**config.mk**
```make
export PLATFORM = sky130hd
export DESIGN_NAME = gb_spram
export DESIGN_NICKNAME = d
export VERILOG_FILES = /design/src/logic/gb_spram.sv
export SDC_FILE = /design/constraint.sdc
export NUM_CORES = 2
export LEC_CHECK = 0
export ABC_AREA = 1
export BUFFER_PORTS_ARGS = -buffer_cell sky130_fd_sc_hd__buf_2
export CORE_ASPECT_RATIO = 1.75
export CORE_MARGIN = 8
export CORE_UTILIZATION = 68
export CTS_CLUSTER_SIZE = 25
export DETAILED_ROUTE_END_ITERATION = 16
export GPL_TIMING_DRIVEN = 0
export PLACE_DENSITY = 0.84
export SETUP_SLACK_MARGIN = 0.3
export SYNTH_ARGS = -nofsm -noshare
export SYNTH_HDL_FRONTEND = slang
export SYNTH_SLANG_ARGS = --single-unit
```
**constraint.sdc**
```tcl
create_clock -name clk_cpu -period 5.3 [get_ports clk_cpu]
set_input_delay 0 -clock clk_cpu [delete_from_list [all_inputs] [get_ports clk_cpu]]
set_output_delay 0 -clock clk_cpu [all_outputs]
set_load 0.02 [all_outputs]
```
**src/logic/gb_spram.sv**
```systemverilog
`timescale 1ns/1ps

// single port ram, registered output
module gb_spram #(
	parameter int addr_w = 8
) (
	input  logic              clk_cpu,
	input  logic [addr_w-1:0] addr,
	input  logic              wren,
	input  logic [7:0]        data,
	output logic [7:0]        q
);

	logic [7:0] mem [2**addr_w];  // no init, contents undefined at power up

	always_ff @(posedge clk_cpu) begin
		if (wren)
			mem[addr] <= data;
		q <= mem[addr];  // old word on a write cycle
	end

endmodule

```
==> out/metrics.cfg <==
[status]
status=complete, but fails checks
violations=capacitance limit, slew limit

[floorplan]
die_h_um=483
core_um2=124000
io_pins=26
initial_utilization_pct=68.5
die_area_um2=137000
num_rows=171
die_width_um=283

[power]
power.density_nw_per_um2=349
p_leak_nw=37.0
peakVddDrop_v=0.000380

[layout]
mostFrequentLayoutCell=nand2_1
multi_input_area_um2=21200
nFillCells=7668
final_cell_mix=nand2_1, edfxtp_1, nor2_1, clkbuf_1, buf_2
fin_nets=8262
area_growth_pct=9.61
drive_gt1_share_pct=5.68
layout.area.seq_um2=61700

[timing]
timing.fmax_ghz=0.288
skew_ps=22.7
setup-tns-final_ps=0
tightest_slew_ps=1610
finalHoldViolations=0
slew_violations=33
post-route-min-period_ps=3470
holdWs_ps=201
setup_viol=0
rsz0062_at_grt=no
max-slew-margin-rel_pct=-7.27
period_share_pct=65.5

[synthesis]
ys_types=18
ys_seq_area_share_pct=72.7
post-synth-top-area-cell=edfxtp_1
synthCells=8021
syn_avg_cell_area_um2=10.6
yosysWarningCount=0
syn-num-nets=8039
synth_top_area_share_pct=72.5
synth_seq_cells=2056
syn_area_um2=84900
synthTopCellsByArea=edfxtp_1, nand2_1, nor2_1

[flow_run]
drv_cap=3

[route]
wl_per_cell_um=25.8
wl_mm=259
vias=59542
ant_nets=0
firstDrtPassIters=8
drcViolationCount=0
drt_iter0_drc=7215
via_per_inst=5.94

[global_route]
grt_overflow_total=0
use_met1_pct=40.8
antenna_found_initial=12
met3_usage_pct=8.12
grt_pass1_wl_mm=371
grt_busiest_layer=met2
grt_max_degree=137
gr-usage-met2_pct=60.4
grt_pass1_vias=58304
grt.total_usage_pct=37.4

[setup_path]
critical_path_arrival_ps=4210
crit_required_ps=6040
crit_chain=buf_2, inv_1, nor2_1, clkbuf_1, buf_2, nand2_1, nand2_1, o21ai_1, nand2_1, nor2_1, nor2_1, nor2_1, dlygate4sd3_1, nand2_1, dlygate4sd3_1
slowest_delay_ps=1040
rr_startpoint=mem[135][4]$_DFFE_PP_
slowest_stage=clkbuf_1
crit_fanout=10
r2r_end=q[4]$_DFF_P_
r2r_slack_ps=2040
critPathLaunchType=primary input
reg2reg_depth=14
critPathKind=in -> reg
endpoint_kind=flip-flop

[place]
dp_hpwl_mm=174
gp_routability_congestion=1.04
portBuffers=23

[worst_hold_path]
worstHoldStart=wren
hold_depth=3
whs_endpoint=mem[7][3]$_DFFE_PP_
hp-class=in -> reg

[clocking]
root_buffer=clkbuf_16
cts_buffers=170
clock_tree.buffer_depth=3
clkLatencyLatePin_ps=810
cts_tree=yes
clkTransAtPathRegs_ps=70
post_cts_buffers=0
cts_sinks=2056
cts-htree-levels=4

[flip-flops by register name, indices dropped and copies added (netlist names)]
name  flops
mem    2048
q         8
[worst max path at each step]
| stage | start | end | slack [ps] |
|---|---|---|---|
| after floorplan | addr[1] | mem[234][0]$_DFFE_PP_ | 3460 |
| after global routing | addr[2] | q[4]$_DFF_P_ | 1850 |
| after CTS | addr[2] | q[4]$_DFF_P_ | 2170 |
| after global placement | data[1] | mem[36][1]$_DFFE_PP_ | 330 |
| final | addr[2] | q[4]$_DFF_P_ | 1830 |
| after detailed placement | addr[5] | mem[169][1]$_DFFE_PP_ | 1670 |
[what timing repair did]
item	CTS	global route
hold buffers	14	0
gates resized for setup	0	0
hold endpoints to repair	935	0
[power breakdown]
group / switching, mW / internal [mW] / total [mW]
clock: 5.66 / 6.66 / 12.3
sequential: 0.0106 / 17.9 / 17.9
combinational: 1.79 / 0.463 / 2.25
total: 7.46 / 25.0 / 32.5
[through the flow]
stage | util [%] | total power, mW | std cells | instance area (µm²) | setup WS [ps]
after floorplan | - | 19.3 | 8021 | 84900 | 3460
after global placement | 70.3 | 20.4 | 9687 | 87000 | 329
after CTS | 75.1 | 32.3 | 10022 | 93000 | 2170
after detailed placement | 70.6 | 20.4 | 9701 | 87500 | 1670
after global routing | 75.1 | 33.1 | 10023 | 93000 | 1850
final | 75.1 | 32.5 | 10029 | 93000 | 1830
[layer usage]
metal	vias up	wire [µm]
met3	1030	25700
met1	27834	80300
met4	10	31000
li1	26771	-
met5	-	69
met2	3897	121000
[layout make-up]
type	instances	area share, %
Clock inverter	103	0.917
Sequential cell	2056	66.3
Antenna cell	7	0.0188
Multi-Input combinational cell	5513	22.8
Timing Repair Buffer	51	0.775
Inverter	35	0.147
Tap cell	1643	2.21
Buffer	417	2.01
Clock buffer	204	4.85
[cells in the mapped netlist, drive strengths merged]
cell    number
buf        247
nand2     4771
edfxtp    2048
clkbuf     170
inv         35
nand3      188
a21oi       32
dfxtp        8
nor2       362
o21ai      160
[worst max-delay path, delay by kind of cell]
kind	cells	cell delay, ps
simple gates	8	1310
compound gates	1	90
buf+inv	6	2790
[logic make-up after synthesis]
logic type / Yosys count / share of synthesized area (%)
AND/OR/NAND/NOR: 5321 / 23.8
flip-flops: 2056 / 72.7
buffers and inverters: 452 / 2.36
AO/OA/AOI/OAI: 192 / 1.13
No activity file was read; power rests on OpenSTA's default activity.
