--- config.mk ---
export PLATFORM = sky130hd
export DESIGN_NAME = gb_joypad
export DESIGN_NICKNAME = d
export VERILOG_FILES = /design/src/common/gb_sys_pkg.sv /design/src/logic/gb_joypad.sv
export SDC_FILE = /design/constraint.sdc
export NUM_CORES = 1
export LEC_CHECK = 0
export ABC_AREA = 1
export ABC_CLOCK_PERIOD_IN_PS = 970
export BUFFER_PORTS_ARGS = -buffer_cell sky130_fd_sc_hd__buf_2
export CORE_AREA = 3 3 40 42
export CTS_BUF_LIST = sky130_fd_sc_hd__clkbuf_4 sky130_fd_sc_hd__clkbuf_8
export DETAILED_ROUTE_END_ITERATION = 8
export DIE_AREA = 0 0 43 45
export MAX_ROUTING_LAYER = met4
export PLACE_DENSITY = 0.67
export SYNTH_ARGS = -nofsm -noshare
export SYNTH_HDL_FRONTEND = slang
export SYNTH_SLANG_ARGS = --single-unit
--- constraint.sdc ---
create_clock -name clk_cpu -period 0.97 [get_ports clk_cpu]
set_clock_uncertainty 0.2 [all_clocks]
set_input_delay 0.097 -clock clk_cpu [delete_from_list [all_inputs] [get_ports clk_cpu]]
set_output_delay 0.097 -clock clk_cpu [all_outputs]
set_load 0.01 [all_outputs]
--- src/common/gb_sys_pkg.sv ---
package gb_sys_pkg;

	// ------------------------------------------------------------------------
	// cpu side bus and decoded selects
	// ------------------------------------------------------------------------

	typedef struct packed {
		logic [15:0] addr;   // cpu address
		logic [7:0]  wdata;  // write data from cpu
		logic        rd;     // read strobe, level
		logic        wr;     // write strobe, level
	} cpu_bus_t;

	typedef struct packed {
		logic joy;     // p1 at ff00
		logic if_reg;  // interrupt flags ff0f
		logic ie_reg;  // interrupt enables ffff
		logic svbk;    // wram bank ff70
		logic wram;    // c000-fdff incl echo
		logic hram;    // ff80-fffe
	} sys_sel_t;

	// bit 0 wins on priority
	typedef struct packed {
		logic joypad;
		logic serial;
		logic timer;
		logic lcd;
		logic vblank;
	} irq_bits_t;

	// ------------------------------------------------------------------------
	// register map
	// ------------------------------------------------------------------------

	localparam logic [15:0] ADDR_P1   = 16'hff00;
	localparam logic [15:0] ADDR_IF   = 16'hff0f;
	localparam logic [15:0] ADDR_SVBK = 16'hff70;
	localparam logic [15:0] ADDR_IE   = 16'hffff;

	localparam int WRAM_ADDR_W = 15;  // 8 banks of 4k
	localparam int HRAM_ADDR_W = 7;   // 127 bytes used of 128

	// rst vectors, one per source, 8 apart
	localparam logic [7:0] IRQ_VEC_BASE = 8'h40;
	localparam logic [7:0] IRQ_VEC_STEP = 8'h08;
	localparam logic [7:0] IRQ_VEC_NONE = 8'h55;

	localparam logic [7:0] OPEN_BUS = 8'hff;  // nothing drives the bus

endpackage

--- src/logic/gb_joypad.sv ---
`timescale 1ns/1ps

module gb_joypad (
	input  logic                 clk_cpu,
	input  logic                 reset,
	input  gb_sys_pkg::cpu_bus_t bus,
	input  logic                 sel_joy,
	input  logic [7:0]           buttons,  // right left up down a b select start
	output logic [7:0]           p1_do,
	output logic                 joy_irq
);

	logic [1:0] p54;       // group selects, low active
	logic [3:0] dir_n;     // p14 group
	logic [3:0] act_n;     // p15 group
	logic [3:0] lines;
	logic [3:0] lines_q;

	// pressed button pulls its line low when its group is selected
	assign dir_n = ~buttons[3:0] | {4{p54[0]}};
	assign act_n = ~buttons[7:4] | {4{p54[1]}};
	assign lines = dir_n & act_n;  // wired and of both groups

	always_ff @(posedge clk_cpu) begin
		if (reset) begin
			p54     <= 2'b11;  // nothing selected
			lines_q <= 4'hf;
			joy_irq <= 1'b0;
		end else begin
			if (sel_joy && bus.wr)
				p54 <= bus.wdata[5:4];
			lines_q <= lines;
			joy_irq <= |(lines_q & ~lines);  // any 1 -> 0
		end
	end

	assign p1_do = {2'b11, p54, lines_q};

endmodule

==> impl_summary.md <==
Placement
The number of placed cells counting well taps is 78. OpenSTA, run right after detailed placement, puts the worst setup slack at -0.0650 ns. The number of I/O port buffers is 20.

The congestion estimate from routability-driven global placement came to 0.689. The HPWL after detailed placement is 564 um. The placement-stage cell area is 408 um2.

Clock network
Clock latency on the worst-skew pair, taken at its later pin, is 0.25 ns. After clock tree synthesis, the flow added hold-fix buffers numbering 2. The maximum clock insertion buffer count is 2. The tree is rooted in a sky130_fd_sc_hd__clkbuf_4. Clock-pin slew was measured on the worst setup and hold paths at 0.05 ns. The count of clock tree sinks is 7. Buffers inserted during clock tree synthesis total 3. The clock tree from TritonCTS is yes. The count of H-tree levels built during CTS is 1.

Global route
The remaining global-route overflow is 0. The met3 track demand over resource in global routing is 0.0438. The first global-routing pass estimated 1.12 mm of wire. The via count of the first global-routing pass is 273. The initial antenna violation count is 0. In the global route stage, overall resource usage came out at 0.0841. The maximum number of pins on one net before global-route repair is 7.

The peak-usage layer in the global routing report is met2. In the global route stage, met2 resource usage came out at 0.105. The global-route track usage on met1 is 0.104.

Timing
Summed over all failing endpoints, the final setup total negative slack is -0.316 ns. Setup violations remaining at the end of the flow were counted as 8. For this run, the top clock speed supported by timing is 939 MHz. Setup repair after global routing could not meet its margin everywhere. The hold violation total from the final report is 7. Subtracting the final worst setup slack from the clock period gives 1.07 ns. Dividing the final minimum period by the clock period gives 1.10. The number of slew-limit violations in the final report is 0. The final-layout worst hold slack is -0.192 ns. The final critical-path setup slack is -0.0955 ns.

Critical path
The data arrival time of the worst path is 1.00 ns. STA classifies the critical path endpoint as a register. The worst setup path is launched from a register. The start-to-end type of the worst setup path is register to register. The largest fanout on the critical path is 5.

The data required time at the worst endpoint is 0.91 ns.

Pwr
The power density over the cells is 1400 mW/mm2. The sequential fraction of design power is 0.419. The leakage component of the power is 0.284 nW. The switching power total is 0.190 mW. The fraction of power consumed by combinational cells is 0.203. The internal power contribution is 0.575 mW.

Of the total power, the clock network draws 0.377. The switching power share of the total is 0.248. IR analysis of the VDD net gives a maximum drop of 0.000580 V.

The total design power is 0.765 mW.

Route
The routed via count is 340. The number of nets still failing antenna checks after routing is 0. After detailed routing, the number of remaining DRC violations is 0. For this block, the initial DRC count from the detailed router was 4.

The first detailed-routing pass ran for 4 iterations. The wire length per cell is 8.88 um. Dividing the detail-routed via count by the number of cells gives 3.95.

The sum of routed wire length over all layers is 764 um.

Floorplan
The initial utilization of the core area, before any placement, comes to 0.226. The height of the chip is 45 um. The I/O pin count is 46. In this run the horizontal extent of the chip is 43 um. The total area inside the core boundary comes to 0.00128 mm2. The die covers 0.00194 mm2. The initialized floorplan defines 13 standard-cell rows.

Logic synthesis
The synthesized flop and latch total is 7. Of the post-synthesis cell area, the dominant cell type holds 0.483. After synthesis, the cell types taking the most area are sky130_fd_sc_hd__dfxtp_1, sky130_fd_sc_hd__nand2_1, sky130_fd_sc_hd__buf_4. The post-synthesis cell type with the largest combined area is sky130_fd_sc_hd__dfxtp_1. The synthesized instance count is 43. Summing every instance area after synthesis gives 290 um2. The Yosys step of the flow raised 0 warnings. The portion of the post-synthesis area used by sequential elements is 0.483. The post-synthesis area per instance is 6.75 um2. Counting distinct cell types in the post-synthesis netlist gives 8.

Cells and area
The final non-filler cell total is 86. For this run, the share of the core covered by cells in the final layout is 0.425. 0 antenna diodes ended up in the layout. After the last flow step, the layout net total stands at 109.

After routing the design area is 546 um2. The area growth from synthesis to layout is 87.9%. The share of layout cells above drive strength 1 is 0.690.

Run status
The flow ran to the end, but the final reports show violations. The final reports fail on negative hold slack, negative setup slack.

Flow run
The number of max-cap violations is 0.

Hold path
The path class of the tightest hold or removal check is input pin to register.
-- power by group through the flow --
stage / combinational (mW) / sequential [mW] / clock (mW)
final: 0.156 / 0.321 / 0.288
after detailed placement: 0.113 / 0.321 / 0
after global placement: 0.111 / 0.320 / 0
after CTS: 0.128 / 0.317 / 0.293
after floorplan: 0.0527 / 0.331 / 0
after global routing: 0.175 / 0.322 / 0.312
-- cells in the mapped netlist --
| cell | instances |
|---|---|
| sky130_fd_sc_hd__o211ai_1 | 2 |
| sky130_fd_sc_hd__nand2_1 | 25 |
| sky130_fd_sc_hd__inv_1 | 2 |
| sky130_fd_sc_hd__dfxtp_1 | 7 |
| sky130_fd_sc_hd__inv_2 | 2 |
| sky130_fd_sc_hd__nor2_1 | 2 |
| sky130_fd_sc_hd__conb_1 | 1 |
| sky130_fd_sc_hd__buf_4 | 2 |
-- layout by cell type (no fill, tap or decap), drive strengths merged --
cell type	count
buf	23
clkbuf	4
conb	2
dfxtp	7
dlygate4sd3	2
inv	4
nand2	25
nor2	2
o211ai	2
-- timing repair --
action / CTS / global route
pin swaps: 1 / 10
endpoints found under the hold margin: 7 / 6
buffers inserted: 1 / 2
gates resized for setup: 6 / 18
setup endpoints to repair: 8 / 10
-- routing by layer --
layer	wire (um)	vias to the layer above	part of all wire
met2	366	18	0.48
met1	302	138	0.40
met3	89	2	0.12
met5	0	-	0
met4	6	0	0.0079
li1	-	182	-
-- state kept, by name, summed over array words and instances (netlist names) --
signal,cells
joy_irq,1
p54,2
lines_q,4
-- final timing paths --
kind	cells past startpoint	end	slack (ns)	start
worst max-delay path	6	lines_q[3]$_SDFF_PP1_	-0.1	p54[0]$_SDFFE_PP1P_
worst min-delay path	2	joy_irq$_SDFF_PP0_	-0.19	reset
worst max register to register	6	lines_q[3]$_SDFF_PP1_	-0.1	p54[0]$_SDFFE_PP1P_
worst min register to register	4	lines_q[0]$_SDFF_PP1_	0.36	p54[0]$_SDFFE_PP1P_
-- cell families after synthesis --
group | count (synthesis) | synth area share
and+or+nand+nor | 27 | 0.349
AOI/OAI and AO/OA | 2 | 0.0517
buffers and inverters | 6 | 0.103
DFF | 7 | 0.483
other | 1 | 0.0129
-- worst max-delay path, cell delays in order (launching register included) --
cell	delay, ns
sky130_fd_sc_hd__dfxtp_2	0.32
sky130_fd_sc_hd__inv_4	0.09
sky130_fd_sc_hd__nand2_2	0.05
sky130_fd_sc_hd__nand2_2	0.07
sky130_fd_sc_hd__buf_4	0.10
sky130_fd_sc_hd__buf_4	0.08
sky130_fd_sc_hd__nand2_1	0.03
-- area by class of cell --
class	count	area (um2)
Timing Repair Buffer	25	170
Sequential cell	7	148
Fill cell	137	739
Clock buffer	4	30.0
Inverter	4	20.0
Multi-Input combinational cell	31	159
Tap cell	15	18.8
(Power assumes the default switching activity.)
