### src/common/gb_sys_pkg.sv
package gb_sys_pkg;

	// ------------------------------------------------------------------------
	// cpu side bus and decoded selects
	// ------------------------------------------------------------------------

	typedef struct packed {
		logic [15:0] addr;   // cpu address
		logic [7:0]  wdata;  // write data from cpu
		logic        rd;     // read strobe, level
		logic        wr;     // write strobe, level
	} cpu_bus_t;

	typedef struct packed {
		logic joy;     // p1 at ff00
		logic if_reg;  // interrupt flags ff0f
		logic ie_reg;  // interrupt enables ffff
		logic svbk;    // wram bank ff70
		logic wram;    // c000-fdff incl echo
		logic hram;    // ff80-fffe
	} sys_sel_t;

	// bit 0 wins on priority
	typedef struct packed {
		logic joypad;
		logic serial;
		logic timer;
		logic lcd;
		logic vblank;
	} irq_bits_t;

	// ------------------------------------------------------------------------
	// register map
	// ------------------------------------------------------------------------

	localparam logic [15:0] ADDR_P1   = 16'hff00;
	localparam logic [15:0] ADDR_IF   = 16'hff0f;
	localparam logic [15:0] ADDR_SVBK = 16'hff70;
	localparam logic [15:0] ADDR_IE   = 16'hffff;

	localparam int WRAM_ADDR_W = 15;  // 8 banks of 4k
	localparam int HRAM_ADDR_W = 7;   // 127 bytes used of 128

	// rst vectors, one per source, 8 apart
	localparam logic [7:0] IRQ_VEC_BASE = 8'h40;
	localparam logic [7:0] IRQ_VEC_STEP = 8'h08;
	localparam logic [7:0] IRQ_VEC_NONE = 8'h55;

	localparam logic [7:0] OPEN_BUS = 8'hff;  // nothing drives the bus

endpackage

### src/interrupts/gb_irq_ctrl.sv
`timescale 1ns/1ps

module gb_irq_ctrl (
	input  logic                  clk_cpu,
	input  logic                  reset,
	input  gb_sys_pkg::cpu_bus_t  bus,
	input  logic                  sel_if,
	input  logic                  sel_ie,
	input  gb_sys_pkg::irq_bits_t irq_src,
	input  logic                  irq_ack,
	output logic [7:0]            if_do,
	output logic [7:0]            ie_do,
	output logic                  irq_n,
	output logic [7:0]            irq_vec
);

	gb_sys_pkg::irq_bits_t if_r;     // pending flags
	gb_sys_pkg::irq_bits_t ie_r;     // enable mask
	gb_sys_pkg::irq_bits_t src_q;    // last source sample
	gb_sys_pkg::irq_bits_t rise;
	gb_sys_pkg::irq_bits_t if_next;
	logic [4:0]            pend;
	logic [4:0]            lowest;   // one hot, highest priority pending
	logic                  ack_q;
	logic                  ack_fall;

	// ------------------------------------------------------------------------
	// priority and vector
	// ------------------------------------------------------------------------

	assign pend   = if_r & ie_r;
	assign lowest = pend & (~pend + 5'd1);  // isolate lowest set bit
	assign irq_n  = ~|pend;

	always_comb begin
		irq_vec = gb_sys_pkg::IRQ_VEC_NONE;
		// walk down so the lowest index is the last one to hit
		for (int i = 4; i >= 0; i--) begin
			if (pend[i])
				irq_vec = gb_sys_pkg::IRQ_VEC_BASE + gb_sys_pkg::IRQ_VEC_STEP * 8'(i);
		end
	end

	// ------------------------------------------------------------------------
	// flag update
	// ------------------------------------------------------------------------

	assign rise     = irq_src & ~src_q;  // low to high on a source line
	assign ack_fall = ack_q & ~irq_ack;  // ack cycle has just ended

	// set first, then ack takes the serviced bit away
	assign if_next = (if_r | rise) & ~(ack_fall ? lowest : 5'd0);

	always_ff @(posedge clk_cpu) begin
		if (reset) begin
			if_r  <= '0;
			ie_r  <= '0;
			src_q <= '0;
			ack_q <= 1'b0;
		end else begin
			src_q <= irq_src;
			ack_q <= irq_ack;

			// cpu write beats both set and ack clear
			if (sel_if && bus.wr)
				if_r <= bus.wdata[4:0];
			else
				if_r <= if_next;

			if (sel_ie && bus.wr)
				ie_r <= bus.wdata[4:0];
		end
	end

	assign if_do = {3'b111, if_r};  // unused bits read high
	assign ie_do = {3'b000, ie_r};

endmodule

### config.mk
export PLATFORM = sky130hd
export DESIGN_NAME = gb_irq_ctrl
export DESIGN_NICKNAME = d
export VERILOG_FILES = /design/src/common/gb_sys_pkg.sv /design/src/interrupts/gb_irq_ctrl.sv
export SDC_FILE = /design/constraint.sdc
export NUM_CORES = 1
export LEC_CHECK = 0
export BUFFER_PORTS_ARGS = -buffer_cell sky130_fd_sc_hd__buf_2
export CORE_MARGIN = 1.5
export CORE_UTILIZATION = 37
export DETAILED_ROUTE_END_ITERATION = 10
export GPL_ROUTABILITY_DRIVEN = 0
export PLACE_DENSITY = 0.75
export SETUP_SLACK_MARGIN = 0.05
export SLEW_MARGIN = 20
export SYNTH_ARGS = -nofsm -noshare
export SYNTH_HDL_FRONTEND = slang
export SYNTH_SLANG_ARGS = --single-unit
### constraint.sdc
create_clock -name clk_cpu -period 1.5 [get_ports clk_cpu]
set_input_delay 0.075 -clock clk_cpu [delete_from_list [all_inputs] [get_ports clk_cpu]]
set_output_delay 0.075 -clock clk_cpu [all_outputs]
set_load 0.005 [all_outputs]
==> impl_summary.txt <==
----------------------------------------------------
[Status]
  Run status ... finished clean

[Die]
  Starting density of the core ... 0.390
  Total die area ... 0.00233 mm²
  Die height ... 48.3 µm
  Row cnt ... 16
  Core footprint ... 0.00194 mm²
  Total I/O pin count ... 61
  Chip width ... 48.3 µm

[GRT]
  Gr usage total ... 0.133
  Wire length of the first global-routing pass ... 2130 µm
  Largest net degree at the start of global routing ... 17
  GRT Residual Overflow ... 0
  Antenna violations before repair ... 0
  Via count of the first global-routing pass ... 533

[Synthesis]
  Synth top area cells ... dfxtp_1, buf_4, nand2_1
  Number of storage elements in the synthesis netlist ... 16
  Netlist area before placement ... 758 µm²
  Sequential-to-total area share from yosys stat ... 0.422
  Cell type contributing the most total cell area after synthesis ... dfxtp_1
  Warning count from the yosys run ... 0
  Number of distinct library cells after synthesis ... 21
  Share of Yosys cell area claimed by the top area cell type ... 0.422
  Number of standard cells after synthesis ... 92
  Mean Syn Cell Area ... 8.24 µm²

[Hold path]
  Classification of the worst-slack hold path ... input pin to flop
  Hold Crit Depth ... 2
  Hold Crit Start ... irq_src[2]
  Hold Path End ... src_q[2]

[Clock tree]
  Total CTS buffers ... 3
  Setup Fix Bufs, Post-CTS ... 0
  CTS tree ... done
  Clock Latency Late Sink ... 0.28 ns
  Number of H-tree levels ... 1
  Clock-pin slew reported for the worst setup and hold paths after clock tree synthesis ... 0.10 ns
  Maximum clock path buffer count ... 2
  Root Driver ... clkbuf_4
  Clock Sink Count ... 16

[Timing]
  Achievable Freq ... 758 MHz
  Post-route clock period utilization ... 0.880
  Total Negative Setup Slacks ... 0 ns
  Final setup viols ... 0
  Crit path time final ... 1.32 ns
  Final number of max-transition violations ... 0
  Final Hold Vio Count ... 0
  RSZ-0062 raised after global routing ... false
  Worst clock skew ... 0.00736 ns

[Finish]
  Number of filler instances in the final layout ... 194
  Final antenna diode count ... 0
  Count of nets after finishing ... 158
  Proportion of layout cells with a drive suffix above 1 ... 0.322
  Commonest non-fill, non-tap cells in the layout ... buf_2, nand2_1, dfxtp_1, a21oi_1, nor2b_1
  P&R area growth vs syn ... 22.3%
  Commonest non-fill, non-tap cell in the layout ... buf_2

[Pwr]
  Total power per unit cell area ... 945 mW/mm²
  Power Total ... 0.876 mW
  VDD IR max ... 0.391 mV
  Clock group share of total power ... 0.318
  Sequential fraction of design power ... 0.538
  Int Pwr ... 0.662 mW
  Logic gate share of total power ... 0.144
  Net switching power figure ... 0.214 mW
  Switching power share of the total ... 0.244
  Leakage power ... 0.424 nW

[Drt]
  DR top layer ... met4
  Post-DR wirelength/cell ... 10.0 µm
  First-pass iteration count of the detailed router ... 4
  DRC violations left ... 0
  Sum of met2 wire segment lengths after detailed routing ... 677 µm
  Residual antenna-violating net count after detailed routing ... 0
  Via/cell ratio ... 4.54
  Vias post-DR ... 672
  DR WL met3 ... 93 µm
  Routed met1 length ... 686 µm
  Initial detailed-routing violation count ... 10
  Final WL ... 1490 µm

[Place]
  Buffers on Ports ... 31
  Hpwl dp ... 1200 µm

[Setup path]
  Crit path from ... if_do[1]
  Beginning of the worst register-to-register path ... if_do[1]
  Data required time at the worst endpoint ... 1.42 ns
  Endpoint kind of the worst setup timing path ... output port
  Worst reg2reg path endpoint ... if_do[2]
  Critical Setup Path Class ... flop to output port
  Reg-to-reg setup timing slack ... 0.21 ns
  Count of cells along the worst register-to-register path ... 4
  Setup crit start kind ... flop
  CP max FO ... 5
  Crit path arrival time ... 1.24 ns

[Flow run]
  Number of max-cap violations ... 0

----------------------------------------------------
[Yosys cell counts]
library cell	count
buf_2	1
a211o_1	1
and2b_2	1
and2_0	1
clkbuf_1	2
o221ai_1	4
nand4_1	1
a21oi_1	11
a211oi_1	2
nand2_1	17
a21boi_0	1
or2_4	1
a22o_4	1
dfxtp_1	16
inv_1	1
buf_4	10
nor2_1	2
nand3_1	6
conb_1	2
nand2b_1	1
nor2b_1	10
[what timing repair did]
action / in CTS / in global routing
hold buffers: 0 / 0
resized for setup: 0 / 1
setup endpoints to repair: 0 / 2
[registers in the layout, summed over array words and instances (netlist names)]
signal,cells
ie_do,5
if_do,5
src_q,5
ack_q,1
[worst max-delay path, stage by stage, from the launching register on]
cell and delay, ns:
dfxtp_1 0.36, a22o_4 0.29, a211oi_2 0.17, buf_2 0.15
[power groups by stage]
stage	combinational [mW]	clock, mW	sequential, mW
after floorplan	0.0870	0	0.479
after global placement	0.125	0	0.479
after detailed placement	0.126	0	0.481
after CTS	0.126	0.285	0.471
after global routing	0.147	0.301	0.475
final	0.126	0.278	0.471
[metrics by stage]
| step | worst slack [ns] | std cells | hold WS [ns] | instance area, µm² | util |
|---|---|---|---|---|---|
| after floorplan | 0.292 | 99 | 0.147 | 785 | - |
| after global placement | 0.267 | 144 | 0.300 | 886 | 0.456 |
| after detailed placement | 0.239 | 144 | 0.302 | 886 | 0.456 |
| after CTS | 0.0955 | 148 | 0.0106 | 922 | 0.475 |
| after global routing | 0.0952 | 148 | 0.0346 | 927 | 0.477 |
| final | 0.181 | 148 | 0.0151 | 927 | 0.477 |
[how the worst max path moves through the flow]
stage	to	slack, ns	depth (start not counted)
3_3_place_gp	if_do[2]	0.27	4
3_5_place_dp	if_do[2]	0.24	4
5_1_grt	irq_vec[4]	0.1	4
6_report	irq_vec[2]	0.18	3
4_1_cts	irq_vec[0]	0.1	3
2_1_floorplan	if_do[2]	0.29	4
[cell type report]
| class | count | area [µm²] | share of cell area |
|---|---|---|---|
| flip-flops and latches | 16 | 320 | 0.345 |
| inverters | 1 | 3.75 | 0.00405 |
| repair buffers | 31 | 155 | 0.167 |
| multi-input cells | 69 | 378 | 0.408 |
| clock buffers | 4 | 36.3 | 0.0391 |
| well taps | 27 | 33.8 | 0.0364 |
[routing by layer]
metal,up-vias,GRT usage
met4,0,0.114
met2,29,0.226
met5,-,0
met3,2,0.0111
li1,348,-
met1,293,0.148
[logic make-up after synthesis]
| family | synth area share |
|---|---|
| AND/OR/NAND/NOR | 0.264 |
| AO/OA/AOI/OAI | 0.183 |
| flip-flops | 0.422 |
| buffers and inverters | 0.120 |
| other | 0.00990 |
Note: power is estimated with default switching activity, not from simulation.
