$ cat config.mk
export PLATFORM = sky130hd
export DESIGN_NAME = gb_sys_decode
export DESIGN_NICKNAME = d
export VERILOG_FILES = /design/src/common/gb_sys_pkg.sv /design/src/logic/gb_sys_decode.sv
export SDC_FILE = /design/constraint.sdc
export NUM_CORES = 1
export LEC_CHECK = 0
export BUFFER_PORTS_ARGS = -buffer_cell sky130_fd_sc_hd__buf_2
export CORE_AREA = 2 2 39 41
export DETAILED_ROUTE_END_ITERATION = 7
export DIE_AREA = 0 0 41 43
export MAX_ROUTING_LAYER = met4
export PLACE_DENSITY = 0.42
export RECOVER_POWER = 50
export SETUP_SLACK_MARGIN = 0.05
export SLEW_MARGIN = 20
export SYNTH_ARGS = -nofsm -noshare
export SYNTH_HDL_FRONTEND = slang
export SYNTH_SLANG_ARGS = --single-unit
$ cat constraint.sdc
create_clock -name vclk -period 1.4
set_input_delay 0.28 -clock vclk [all_inputs]
set_output_delay 0.28 -clock vclk [all_outputs]
set_load 0.1 [all_outputs]
$ cat src/common/gb_sys_pkg.sv
package gb_sys_pkg;

	// ------------------------------------------------------------------------
	// cpu side bus and decoded selects
	// ------------------------------------------------------------------------

	typedef struct packed {
		logic [15:0] addr;   // cpu address
		logic [7:0]  wdata;  // write data from cpu
		logic        rd;     // read strobe, level
		logic        wr;     // write strobe, level
	} cpu_bus_t;

	typedef struct packed {
		logic joy;     // p1 at ff00
		logic if_reg;  // interrupt flags ff0f
		logic ie_reg;  // interrupt enables ffff
		logic svbk;    // wram bank ff70
		logic wram;    // c000-fdff incl echo
		logic hram;    // ff80-fffe
	} sys_sel_t;

	// bit 0 wins on priority
	typedef struct packed {
		logic joypad;
		logic serial;
		logic timer;
		logic lcd;
		logic vblank;
	} irq_bits_t;

	// ------------------------------------------------------------------------
	// register map
	// ------------------------------------------------------------------------

	localparam logic [15:0] ADDR_P1   = 16'hff00;
	localparam logic [15:0] ADDR_IF   = 16'hff0f;
	localparam logic [15:0] ADDR_SVBK = 16'hff70;
	localparam logic [15:0] ADDR_IE   = 16'hffff;

	localparam int WRAM_ADDR_W = 15;  // 8 banks of 4k
	localparam int HRAM_ADDR_W = 7;   // 127 bytes used of 128

	// rst vectors, one per source, 8 apart
	localparam logic [7:0] IRQ_VEC_BASE = 8'h40;
	localparam logic [7:0] IRQ_VEC_STEP = 8'h08;
	localparam logic [7:0] IRQ_VEC_NONE = 8'h55;

	localparam logic [7:0] OPEN_BUS = 8'hff;  // nothing drives the bus

endpackage

$ cat src/logic/gb_sys_decode.sv
`timescale 1ns/1ps

// address decode for the system control side
// selects depend on the address only, strobes are qualified in the blocks
module gb_sys_decode (
	input  gb_sys_pkg::cpu_bus_t bus,
	output gb_sys_pkg::sys_sel_t sel
);

	logic in_c000;    // c000-ffff
	logic above_fdff; // fe00-ffff, oam and io
	logic in_ff80;    // ff80-ffff

	assign in_c000    = (bus.addr[15:14] == 2'b11);
	assign above_fdff = &bus.addr[15:9];
	assign in_ff80    = &bus.addr[15:7];

	always_comb begin
		sel = '0;

		// single byte registers
		sel.joy    = (bus.addr == gb_sys_pkg::ADDR_P1);
		sel.if_reg = (bus.addr == gb_sys_pkg::ADDR_IF);
		sel.svbk   = (bus.addr == gb_sys_pkg::ADDR_SVBK);
		sel.ie_reg = (bus.addr == gb_sys_pkg::ADDR_IE);

		// work ram plus its echo, stops short of fe00
		sel.wram = in_c000 && !above_fdff;

		// high ram, last byte is ie
		sel.hram = in_ff80 && (bus.addr != gb_sys_pkg::ADDR_IE);
	end

endmodule

==> results of run 1 <==
[per-layer routing]
layer / GRT usage / share of wire / vias to the layer above
met2: 0.138 / 0.54 / 20
met3: 0.00524 / 0.14 / 0
met1: 0.0732 / 0.31 / 110
met5: - / 0 / -
li1: - / - / 128
met4: 0 / 0 / 0
[cells in the final DEF, fill, tap and decap left out]
master   Yosys  final
nand3_1      2      2
buf_6        0      8
buf_4        0      7
nor3_4       0      3
buf_12       0      6
and3_4       0      2
buf_2        0      9
nand2_4      0      1
and4_4       0      1
nor2_2       0      1
nor4_4       0      2
nand2_1      2      1
nand4_1      1      1
or4_4        2      2
[power groups by stage]
stage	logic, mW	clock network, mW	registers (mW)
after floorplan	0.0282	0	0
after global placement	0.0719	0	0
after detailed placement	0.0728	0	0
after CTS	0.0823	0	0
after global routing	0.0965	0	0
final	0.0905	0	0
[path summary, 6_finish.rpt]
kind | start | end | slack (ns) | cells past startpoint
setup / recovery | bus[11] | sel[2] | -0.23 | 4
hold / removal | bus[17] | sel[2] | 0.94 | 4
[worst max-delay path: cells and delay by family]
family	cells	cell delay, ns
AND/OR/NAND/NOR	2	0.76
buffers and inverters	2	0.30
[logic make-up after synthesis]
logic type,share of synthesized area
and+or+nand+nor,1.00
[area by class of cell]
cell class / instances / area, sq um / area share
repair buffers: 30 / 308 / 0.600
multi-input cells: 16 / 185 / 0.361
well taps: 16 / 20.0 / 0.0390
[what timing repair did]
item,in CTS,in global routing
pin swaps,5,3
endpoints found under the setup margin,6,6
gates resized for setup,7,6
[cell usage after synthesis]
library cell / instances / area, sq um
nor3_1: 3 / 15.0
and3_1: 2 / 12.5
nand2_1: 2 / 7.51
nand3_1: 2 / 10.0
nor4_1: 2 / 12.5
or4_4: 2 / 22.5
and4_1: 1 / 8.76
nand4_1: 1 / 6.26
nor2_1: 1 / 3.75
==> results.ini, run 1 <==
[status]
status=finished, violations left
violations=setup timing

[worst_setup_path]
start_kind=input port
required_ns=1.12
cpMaxStageDelayCell=or4_4
crit_path_end_kind=output port
slowest_delay_ns=0.56
path_cells=buf_6, or4_4, nor4_4, buf_12
cp_max_fo=2
path_class=input port to output port
worst_ep_arrival_time_ns=1.35

[placement]
place_hpwl_um=498
dpl-instance-area_sq_um=450
gp_congestion=0.573
dp_slack_ns=-0.257
dp.cells=62
port_buffers=22

[global_route]
grt_pass1_vias=244
antenna_found_initial=0
grt_max_degree=4
grt_pass1_wl_um=910
grt_usage=0.0697
grt.overflow.total=0

[timing]
tightest_slew_ns=0.284
setup_viol=4
whs_ns=0.940
hold_viol=0
worst_slack_ns=-0.233
fin_tns_setup_ns=-0.699
finalCritPeriodShare=1.17
slew_violations=0
period_needed_ns=1.63
fmax_mhz=612
rsz0062_at_grt=yes
relSlewSlack=0.810

[layout]
drive_above_1_share=0.913
layout.nets=74
n_antenna_cell=0
fin_cells=62
seq_area_sq_um=0
final_core_util=0.371
final_cell_area_sq_um=513
synthToLayoutAreaGrowth_pct=419
seq_cells=0
fillers=141
num-clock-buffers=0

[logic_synthesis]
synth-warning-count=0
avgSynthCellArea_sq_um=6.18
netlist_instances=16
syn_nets=42
synthesis.area_sq_um=98.8
seq_area_frac_synth=0
synth_cell_types=9

[floorplanning]
die_h_um=43
core_sq_um=1380
pin_count=32
start_util=0.0714
rows=14
fp.dieW_um=41
dieArea_sq_um=1760

[drt]
vias=258
vias_per_cell=4.16
wl_um=601
first_iter_violations=1
wl_per_cell_um=9.69
first_pass_iters=2
drcViolationCount=0
drtAntennaViolNets=0

[pwr]
netSwitchingFraction=0.425
ir_drop_mv=0.121
p_seq_frac=0
cellLeakagePower_nw=0.248
power_switching_mw=0.0385
clock_power_share=0
combPwrFrac=1.000
power.total_mw=0.0905
p_int_mw=0.0521
powerDensity_nw_per_um2=176

[cts]
ctsHoldBuffers=0
post_cts_buffers=0

[flow_run]
maxCapViolCount=0

[hold_path]
hp-class=input port to output port

Note: power is estimated with default switching activity, not from simulation.
==> run 2, diff against run 1 <==
--- a/config.mk
+++ b/config.mk
@@ -6,11 +6,11 @@
 export NUM_CORES = 1
 export LEC_CHECK = 0
 export BUFFER_PORTS_ARGS = -buffer_cell sky130_fd_sc_hd__buf_2
-export CORE_AREA = 2 2 39 41
+export CORE_AREA = 5 5 42 44
 export DETAILED_ROUTE_END_ITERATION = 7
-export DIE_AREA = 0 0 41 43
+export DIE_AREA = 0 0 47 49
 export MAX_ROUTING_LAYER = met4
-export PLACE_DENSITY = 0.42
+export PLACE_DENSITY = 0.47
 export RECOVER_POWER = 50
 export SETUP_SLACK_MARGIN = 0.05
 export SLEW_MARGIN = 20
==> run 2 against run 1 <==
Against the previous run:
- the flow still finishes with violations (setup timing)
- clock-buffer cell count stayed put
- die area is 31% higher
- critical path depth stayed put
- worst setup slack worse by 0.0033 ns
- fmax is 0.20% lower
- flip-flop and latch count stayed put
- total power is 10% higher
- combinational power is 10% higher
- via count is 0.39% higher
- sequential share of layout area stayed put
- design area is 9.0% higher
- largest cell class unchanged
==> results.ini, run 2 (synthesis results as in run 1) <==
[status]
status=finished, violations left  ; unchanged
violations=setup timing  ; unchanged

[drt]
vias_per_cell=4.11  ; was 4.16
wl_per_cell_um=10.9  ; was 9.69 um
drcViolationCount=0  ; unchanged
first_iter_violations=1  ; unchanged
wl_um=687  ; was 601 um
first_pass_iters=2  ; unchanged
drtAntennaViolNets=0  ; unchanged
vias=259  ; was 258

[timing]
fmax_mhz=611  ; was 612 MHz
hold_viol=0  ; unchanged
whs_ns=0.966  ; was 0.940 ns
fin_tns_setup_ns=-0.695  ; was -0.699 ns
relSlewSlack=0.826  ; was 0.810
period_needed_ns=1.64  ; was 1.63 ns
tightest_slew_ns=0.259  ; was 0.284 ns
finalCritPeriodShare=1.17  ; about the same
slew_violations=0  ; unchanged
rsz0062_at_grt=yes  ; unchanged
worst_slack_ns=-0.236  ; was -0.233 ns
setup_viol=5  ; was 4

[floorplanning]
rows=14  ; unchanged
die_h_um=49  ; was 43 um
core_sq_um=1400  ; was 1380 sq um
pin_count=32  ; unchanged
start_util=0.0705  ; was 0.0714
fp.dieW_um=47  ; was 41 um
dieArea_sq_um=2300  ; was 1760 sq um

[layout]
final_common_cell=buf_6  ; was buf_2
seq_area_sq_um=0  ; unchanged
layout.nets=75  ; was 74
n_antenna_cell=0  ; unchanged
synthToLayoutAreaGrowth_pct=466  ; was 419%
drive_above_1_share=0.979  ; was 0.913
final_cell_mix=buf_6 (13), buf_2 (6), buf_12 (6), buf_4 (6), nor3_4 (3)  ; was buf_2 (9), buf_6 (8), buf_4 (7)
seq_cells=0  ; unchanged
num-clock-buffers=0  ; unchanged
final_cell_area_sq_um=559  ; was 513 sq um

[placement]
place_hpwl_um=641  ; was 498 um
dp_slack_ns=-0.261  ; was -0.257 ns
port_buffers=22  ; unchanged
gp_congestion=0.738  ; was 0.573
dpl-instance-area_sq_um=450  ; unchanged

[global_route]
grt_usage=0.0649  ; was 0.0697
antenna_found_initial=0  ; unchanged
grt_pass1_wl_mm=1.15  ; was 910 um
grt.overflow.total=0  ; unchanged
grt_max_degree=4  ; unchanged
grt_pass1_vias=262  ; was 244

[hold_path]
hp-class=input port to output port  ; unchanged

[worst_setup_path]
cp_max_fo=2  ; unchanged
required_ns=1.12  ; about the same
path_class=input port to output port  ; unchanged
crit_path_end_kind=output port  ; unchanged
start_kind=input port  ; unchanged
worst_ep_arrival_time_ns=1.36  ; was 1.35 ns

[pwr]
powerDensity_nw_per_um2=178  ; was 176 nW/um^2
ir_drop_mv=0.0768  ; was 0.121 mV
cellLeakagePower_nw=0.265  ; was 0.248 nW

[flow_run]
maxCapViolCount=0  ; unchanged

run 2: per-stage QoR:
step | std cells | util | total power, mW
floorplan | 16 | - | 0.0282
global placement | 62 | 0.321 | 0.0730
detailed placement | 62 | 0.321 | 0.0742
CTS | 62 | 0.374 | 0.0925
global route | 63 | 0.399 | 0.106
finish | 63 | 0.399 | 0.0996
run 2: path summary, 6_finish.rpt:
kind / from / end / slack (ns) / depth (start not counted)
setup / recovery: bus[11] / sel[2] / -0.24 / 4
hold / removal: bus[13] / sel[5] / 0.97 / 4
run 2: layout make-up:
class	instances	area (sq um)
well taps	16	20.0
multi-input cells	16	198
fillers	142	842
repair buffers	31	342
run 2: where the power goes:
part / leakage [nW] / total, mW / switching [mW] / internal [mW]
Clock: 0 / 0 / 0 / 0
Combinational: 0.265 / 0.0996 / 0.0409 / 0.0587
Sequential: 0 / 0 / 0 / 0
run 2: repair_timing:
item                       4_1_cts  5_1_grt
buffers inserted                 0        1
resized for setup               15        5
setup endpoints to repair        6        6
hold buffers                     0        0
pin swaps                        4        3
run 2: critical path, stage by stage:
cell and delay (ns):
buf_6 0.09, or4_4 0.56, nor4_4 0.20, buf_12 0.21
run 2: routing by layer:
layer  share of wire  up-vias  GRT usage
met5               0        -          -
met4               0        0          0
met3            0.15        0          0
met2            0.45       21     0.0995
met1            0.40      108      0.101
li1                -      130          -
